==> src/logic/aluDataPkg.sv <==
// word-level types shared by every datapath unit
package aluDataPkg;

    localparam int DataWidth = 32; // one MIPS word

    // operands, unit outputs and the registered result all use this
    typedef logic [DataWidth-1:0] dataWord;

endpackage

==> src/logic/aluOpPkg.sv <==
// command encoding and the internal result-source codes
package aluOpPkg;

    localparam int CmdWidth = 3;
    localparam int SelWidth = 3;

    typedef logic [CmdWidth-1:0] aluCmd;
    typedef logic [SelWidth-1:0] resultSel;

    // external command codes, MIPS subset
    localparam aluCmd CmdAdd  = 3'd0;
    localparam aluCmd CmdSub  = 3'd1;
    localparam aluCmd CmdXor  = 3'd2;
    localparam aluCmd CmdSlt  = 3'd3;
    localparam aluCmd CmdAnd  = 3'd4;
    localparam aluCmd CmdNand = 3'd5;
    localparam aluCmd CmdNor  = 3'd6;
    localparam aluCmd CmdOr   = 3'd7;

    // which unit output becomes the result word
    localparam resultSel SelSum  = 3'd0;
    localparam resultSel SelXor  = 3'd1;
    localparam resultSel SelSlt  = 3'd2;
    localparam resultSel SelNand = 3'd3; // also or, with both operands inverted
    localparam resultSel SelNor  = 3'd4; // also and, with both operands inverted

endpackage

==> src/logic/aluControlLut.sv <==
// decodes a command into a result source and the operand-invert controls
module aluControlLut import aluOpPkg::*; (
    input  aluCmd    command,
    output resultSel sel,
    output logic     invA,
    output logic     invB
);

    always_comb begin
        // add is the fallback for anything unlisted
        sel  = SelSum;
        invA = 1'b0;
        invB = 1'b0;
        case (command)
            CmdAdd: begin
                sel = SelSum;
            end
            CmdSub: begin
                sel  = SelSum;
                invB = 1'b1; // a + ~b + 1
            end
            CmdXor: begin
                sel = SelXor;
            end
            CmdSlt: begin
                sel  = SelSlt;
                invB = 1'b1; // slt reads the sign of a - b
            end
            CmdAnd: begin
                sel  = SelNor; // ~(~a | ~b) = a & b
                invA = 1'b1;
                invB = 1'b1;
            end
            CmdNand: begin
                sel = SelNand;
            end
            CmdNor: begin
                sel = SelNor;
            end
            CmdOr: begin
                sel  = SelNand; // ~(~a & ~b) = a | b
                invA = 1'b1;
                invB = 1'b1;
            end
            default: begin
                sel = SelSum;
            end
        endcase
    end

endmodule

==> src/logic/rippleAdder.sv <==
// 32-stage ripple-carry adder, subtracts when invB is set
module rippleAdder import aluDataPkg::*; (
    input  dataWord a,
    input  dataWord b,
    input  logic    invB,
    output dataWord sum,
    output logic    adderCarry,
    output logic    adderOverflow
);

    dataWord              bEff;  // b after the optional invert
    logic [DataWidth:0]   carry; // carry[i] enters bit i

    assign bEff     = invB ? ~b : b;
    assign carry[0] = invB;      // the +1 of two's complement negation

    // one full adder per bit, carry rippling upward
    for (genvar i = 0; i < DataWidth; i++) begin : gStage
        logic halfSum;

        assign halfSum      = a[i] ^ bEff[i];
        assign sum[i]       = halfSum ^ carry[i];
        assign carry[i + 1] = (a[i] & bEff[i]) | (halfSum & carry[i]);
    end

    assign adderCarry = carry[DataWidth];

    // signed overflow when the carry into the sign bit differs from the one out
    assign adderOverflow = carry[DataWidth - 1] ^ carry[DataWidth];

endmodule

==> src/logic/logicUnit.sv <==
// bitwise xor, nand and nor of the conditionally inverted operands
module logicUnit import aluDataPkg::*; (
    input  dataWord a,
    input  dataWord b,
    input  logic    invA,
    input  logic    invB,
    output dataWord xorOut,
    output dataWord nandOut,
    output dataWord norOut
);

    dataWord aEff;
    dataWord bEff;

    assign aEff = invA ? ~a : a;
    assign bEff = invB ? ~b : b;

    assign xorOut = aEff ^ bEff;

    // with both inputs inverted nand gives or
    assign nandOut = ~(aEff & bEff);

    // and nor gives and
    assign norOut = ~(aEff | bEff);

endmodule

==> src/logic/aluResultStage.sv <==
// result mux, slt, flag gating, zero detect and the output register
module aluResultStage import aluDataPkg::*, aluOpPkg::*; (
    input  logic     clk,
    input  logic     rstN,
    input  logic     opValid,
    input  resultSel sel,
    input  dataWord  sum,
    input  dataWord  xorOut,
    input  dataWord  nandOut,
    input  dataWord  norOut,
    input  logic     adderCarry,
    input  logic     adderOverflow,
    output dataWord  result,
    output logic     carryOut,
    output logic     overflow,
    output logic     zero,
    output logic     resultValid
);

    dataWord sltWord;
    dataWord selWord;
    logic    isSum;
    logic    carryNext;
    logic    overflowNext;
    logic    zeroNext;

    // a < b when the sign of a - b is set, corrected by overflow
    assign sltWord = {{(DataWidth - 1){1'b0}}, sum[DataWidth - 1] ^ adderOverflow};

    always_comb begin
        case (sel)
            SelSum:  selWord = sum;
            SelXor:  selWord = xorOut;
            SelSlt:  selWord = sltWord;
            SelNand: selWord = nandOut;
            SelNor:  selWord = norOut;
            default: selWord = '0; // unused codes
        endcase
    end

    // flags only mean something for add and sub
    assign isSum        = (sel == SelSum);
    assign carryNext    = adderCarry & isSum;
    assign overflowNext = adderOverflow & isSum;

    assign zeroNext = (selWord == '0);

    always_ff @(posedge clk) begin
        if (!rstN) begin
            result      <= '0;
            carryOut    <= 1'b0;
            overflow    <= 1'b0;
            zero        <= 1'b0;
            resultValid <= 1'b0;
        end else begin
            resultValid <= opValid; // one-cycle strobe per sampled op
            if (opValid) begin
                result   <= selWord;
                carryOut <= carryNext;
                overflow <= overflowNext;
                zero     <= zeroNext;
            end
        end
    end

endmodule

==> src/logic/aluTop.sv <==
// 32-bit MIPS-subset ALU with one registered output stage
module aluTop import aluDataPkg::*, aluOpPkg::*; (
    input  logic    clk,
    input  logic    rstN,
    input  logic    opValid,
    input  dataWord operandA,
    input  dataWord operandB,
    input  aluCmd   command,
    output dataWord result,
    output logic    carryOut,
    output logic    overflow,
    output logic    zero,
    output logic    resultValid
);

    // decode controls
    resultSel sel;
    logic     invA;
    logic     invB;

    // unit outputs, all combinational
    dataWord  sum;
    dataWord  xorOut;
    dataWord  nandOut;
    dataWord  norOut;
    logic     adderCarry;
    logic     adderOverflow;

    aluControlLut lut0 (
        .command (command),
        .sel     (sel),
        .invA    (invA),
        .invB    (invB)
    );

    // invA is never set for the adder commands, so only b is inverted here
    rippleAdder adder0 (
        .a             (operandA),
        .b             (operandB),
        .invB          (invB),
        .sum           (sum),
        .adderCarry    (adderCarry),
        .adderOverflow (adderOverflow)
    );

    logicUnit logic0 (
        .a       (operandA),
        .b       (operandB),
        .invA    (invA),
        .invB    (invB),
        .xorOut  (xorOut),
        .nandOut (nandOut),
        .norOut  (norOut)
    );

    aluResultStage stage0 (
        .clk           (clk),
        .rstN          (rstN),
        .opValid       (opValid),
        .sel           (sel),
        .sum           (sum),
        .xorOut        (xorOut),
        .nandOut       (nandOut),
        .norOut        (norOut),
        .adderCarry    (adderCarry),
        .adderOverflow (adderOverflow),
        .result        (result),
        .carryOut      (carryOut),
        .overflow      (overflow),
        .zero          (zero),
        .resultValid   (resultValid)
    );

endmodule

==> config.mk <==
export PLATFORM = sky130hd
export DESIGN_NAME = aluTop
export DESIGN_NICKNAME = d
export VERILOG_FILES = /design/src/logic/aluDataPkg.sv /design/src/logic/aluOpPkg.sv /design/src/logic/aluControlLut.sv /design/src/logic/rippleAdder.sv /design/src/logic/logicUnit.sv /design/src/logic/aluResultStage.sv /design/src/logic/aluTop.sv
export SDC_FILE = /design/constraint.sdc
export NUM_CORES = 1
export LEC_CHECK = 0
export ABC_CLOCK_PERIOD_IN_PS = 20400
export BUFFER_PORTS_ARGS = -buffer_cell sky130_fd_sc_hd__buf_2
export CAP_MARGIN = 20
export CORE_ASPECT_RATIO = 0.6
export CORE_UTILIZATION = 56
export DETAILED_ROUTE_END_ITERATION = 7
export PLACE_DENSITY = 0.85
export SYNTH_ARGS = -nofsm -noshare
export SYNTH_HDL_FRONTEND = slang
export SYNTH_SLANG_ARGS = --single-unit
export TNS_END_PERCENT = 1
==> constraint.sdc <==
create_clock -name clk -period 20.4 [get_ports clk]
set_clock_uncertainty 0.2 [all_clocks]
set_input_delay 1.02 -clock clk [delete_from_list [all_inputs] [get_ports clk]]
set_output_delay 1.02 -clock clk [all_outputs]
set_load 0.02 [all_outputs]
==> results.md <==
* GP Congestion at 0.978
* Syn_nets at 751
* Final period utilization at 0.817
* Reg2reg setup slack at 19,470 ps
* Share of cells above drive strength 1 at 0.192
* Setup repair bufs after CTS at 0
* Post-cts resize count at 0
* RSZ-0062 raised after global routing: false
* CP max stage cell: buf_4
* Cells after synthesis at 585
* Drt pass-1 iters at 5
* Power share of the combinational group at 0.548
* Post-DP HPWL at between 10 and 15 mm
* Final nets at 830
* Unique cell type count in the Yosys netlist at ~50
* Most frequent CP cell: fa_1
* DIE AREA at 9000 um2
* Clk sinks at 36
* Slew margin rel. at 0.265
* Tot GR Track Use at 0.318
* Num rows at 25
* Clk pin slew, worst setup/hold paths at 60 ps
* Min Tclk post-route at 16,660 ps
* CP Data Arrival Time at 16,660 ps
* Max-capacitance violation count at 0
* Final hold violations at 0
* Pin count of the biggest net entering global routing at between 70 and 80
* First-pass GRT wire length at 21.6 mm
* Hold wc startpoint: stage0.result[0]
* Power Dens Cells at 67.4 nW/um2
* Crit Path Max Fanout at 77
* Max IR drop VDD at between 0.00004 and 0.00005 V
* Hold slack at 289 ps
* DIE WIDTH at 122 um
* Hold WC Path Type: reg2reg
* Synth warn at 0
* Top-count cell post-synth: inv_1
* Synthesized area per cell at 8.25 um2
* Leakage at 2.58 nW
* Cts hold-fix bufs at 0
* Drt total wl at 13.9 mm
* Top post-synthesis cells by count: inv_1, ha_1, xnor2_1, o21ai_0, nand2_1
* Drt first-iter violations at 505
* Crit path kind: in2reg
* Routed vias/inst at 5.92
* Hold path cells at 2
* Worst-skew pair later-pin latency at between 200 and 300 ps
* Clk buf depth at 2
* Total power draw at 370 uW
* Post-synth EDFFs at 0
* Clock power frac at 0.236
* Sw power at 156 uW
* Total I/O pin count at between 100 and 150
* Area grow syn2layout at 13.8%
* Clock buffer count from CTS at 5
* Max-slew violation count at 0
* Port Buffers at 105
* Initial antenna violation count at 0
* Sequential power share at 0.217
* H-tree Lvls at 2
* FF-to-FF Start: stage0.result[18]
* Die height at 73.9 um
* Overflow after GRT at 0
* Cell Area, Placed at 5320 um2
* Antenna viol nets, final at 0
* Reg2Reg Depth at 1
* #FFs+latches synth at 36
* Worst slew pin tran at 1100 ps
* Seq/Total Area, Yosys at 0.149
* Initial Util at 0.596
* Switching Share at 0.421
* Biggest area consumer among synthesized cells: ha_1
* Vias at 4,578
* Pint at 214 uW
* WL per Instance at 18.0 um
* Critical Path RT at between 20,000 and 25,000 ps
* Final setup viols at 0
* CTS tree: done
* Synthesized cell area at approximately 4800 um2
* Ys flop type: dfxtp_1
* Clock root buffer master: clkbuf_16
* Core Region at 8100 um2
* CP endpoint kind: register
* Sum Neg Setup Slack at 0 ps
* Critical Path Source Type: input pin
* Asr flop ratio synth at 0
* Reg-to-Reg End: stage0.result[18]
* Area contributors post-synth: ha_1, dfxtp_1, fa_1, xnor2_1, inv_1
* Ant diodes at 0
* Outcome: finished, final reports clean
* Finished Layout Cells at about 770
* Placed insts at 765
* DRC at 0
* Synth top area share at 0.166
* End of the worst hold path: stage0.result[0]
* Slowest stage delay, CP at 560 ps
* Vias in the first global route at 4,199
* Final instance area at approximately 5500 um2
* Fmax at 60.0 MHz
==> registers in the layout, indices dropped and copies added, names as in the netlist <==
register	cells
stage0.zero	1
stage0.overflow	1
stage0.result	32
stage0.resultValid	1
stage0.carryOut	1
==> per-stage QoR <==
stage	utilization	setup WS (ps)
global placement	0.657	3890
finish	0.678	3740
floorplan	-	4830
global route	0.678	3070
detailed placement	0.657	3510
CTS	0.678	3720
==> per-layer routing <==
layer / wire length (um) / vias to the layer above / global-route usage
met2: 5770 / 298 / 0.484
met4: 183 / 0 / 0.0686
met5: 0 / - / 0
li1: - / 2117 / -
met3: 2040 / 20 / 0.0963
met1: 5930 / 2143 / 0.445
==> logic make-up (layout without fill, tap and decap cells) <==
group,count (synthesis),count (layout),share of synthesized area
flops,36,36,0.149
simple gates,121,121,0.123
buf+inv,112,192,0.102
mux,8,8,0.0166
compound gates,144,144,0.185
fa+ha+maj,96,96,0.299
xor+xnor,68,68,0.125
==> placed cells by master, fill, tap and decap left out, drive strengths merged, types with 5 or more instances in the layout <==
| cell type | instances |
|---|---|
| buf | 110 |
| inv | 73 |
| ha | 64 |
| xnor2 | 63 |
| o21ai | 50 |
| nand2 | 47 |
| a21oi | 36 |
| dfxtp | 36 |
| fa | 32 |
| o211ai | 24 |
| nor2 | 22 |
| nor2b | 18 |
| mux2i | 8 |
| a22oi | 7 |
| nand3 | 7 |
| nor4 | 6 |
| or2 | 6 |
| a211oi | 5 |
| a31oi | 5 |
| xor2 | 5 |
| clkbuf | 5 |
==> critical path: cells and delay by family <==
family	cells	cell delay [ps]
XOR/XNOR	2	390
AO/OA/AOI/OAI	3	630
AND/OR/NAND/NOR	3	590
adder cells (fa/ha/maj)	31	13060
buffers and inverters	6	920
==> power by group through the flow <==
stage / combinational (mW) / clock (mW) / sequential, mW
floorplan: 0.127 / 0 / 0.0891
global placement: 0.186 / 0 / 0.0813
detailed placement: 0.195 / 0 / 0.0816
CTS: 0.198 / 0.0878 / 0.0801
global route: 0.223 / 0.0914 / 0.0808
finish: 0.202 / 0.0871 / 0.0802
==> layout make-up <==
cell class	count	area, um2
Multi-Input combinational cell	437	3630
Timing Repair Buffer	110	563
Clock buffer	5	125
Clock inverter	3	42.5
Inverter	74	278
Sequential cell	36	721
Tap cell	108	135
Fill cell	684	2610
==> worst max-delay path by stage <==
stage | startpoint | endpoint | slack (ps)
after floorplan | command[0] | stage0.zero | 4830
after global placement | command[2] | stage0.zero | 3890
after detailed placement | command[2] | stage0.zero | 3510
after CTS | command[2] | stage0.zero | 3720
after global routing | command[2] | stage0.zero | 3070
final | command[2] | stage0.zero | 3740
Power figures use the tool's default switching activity.
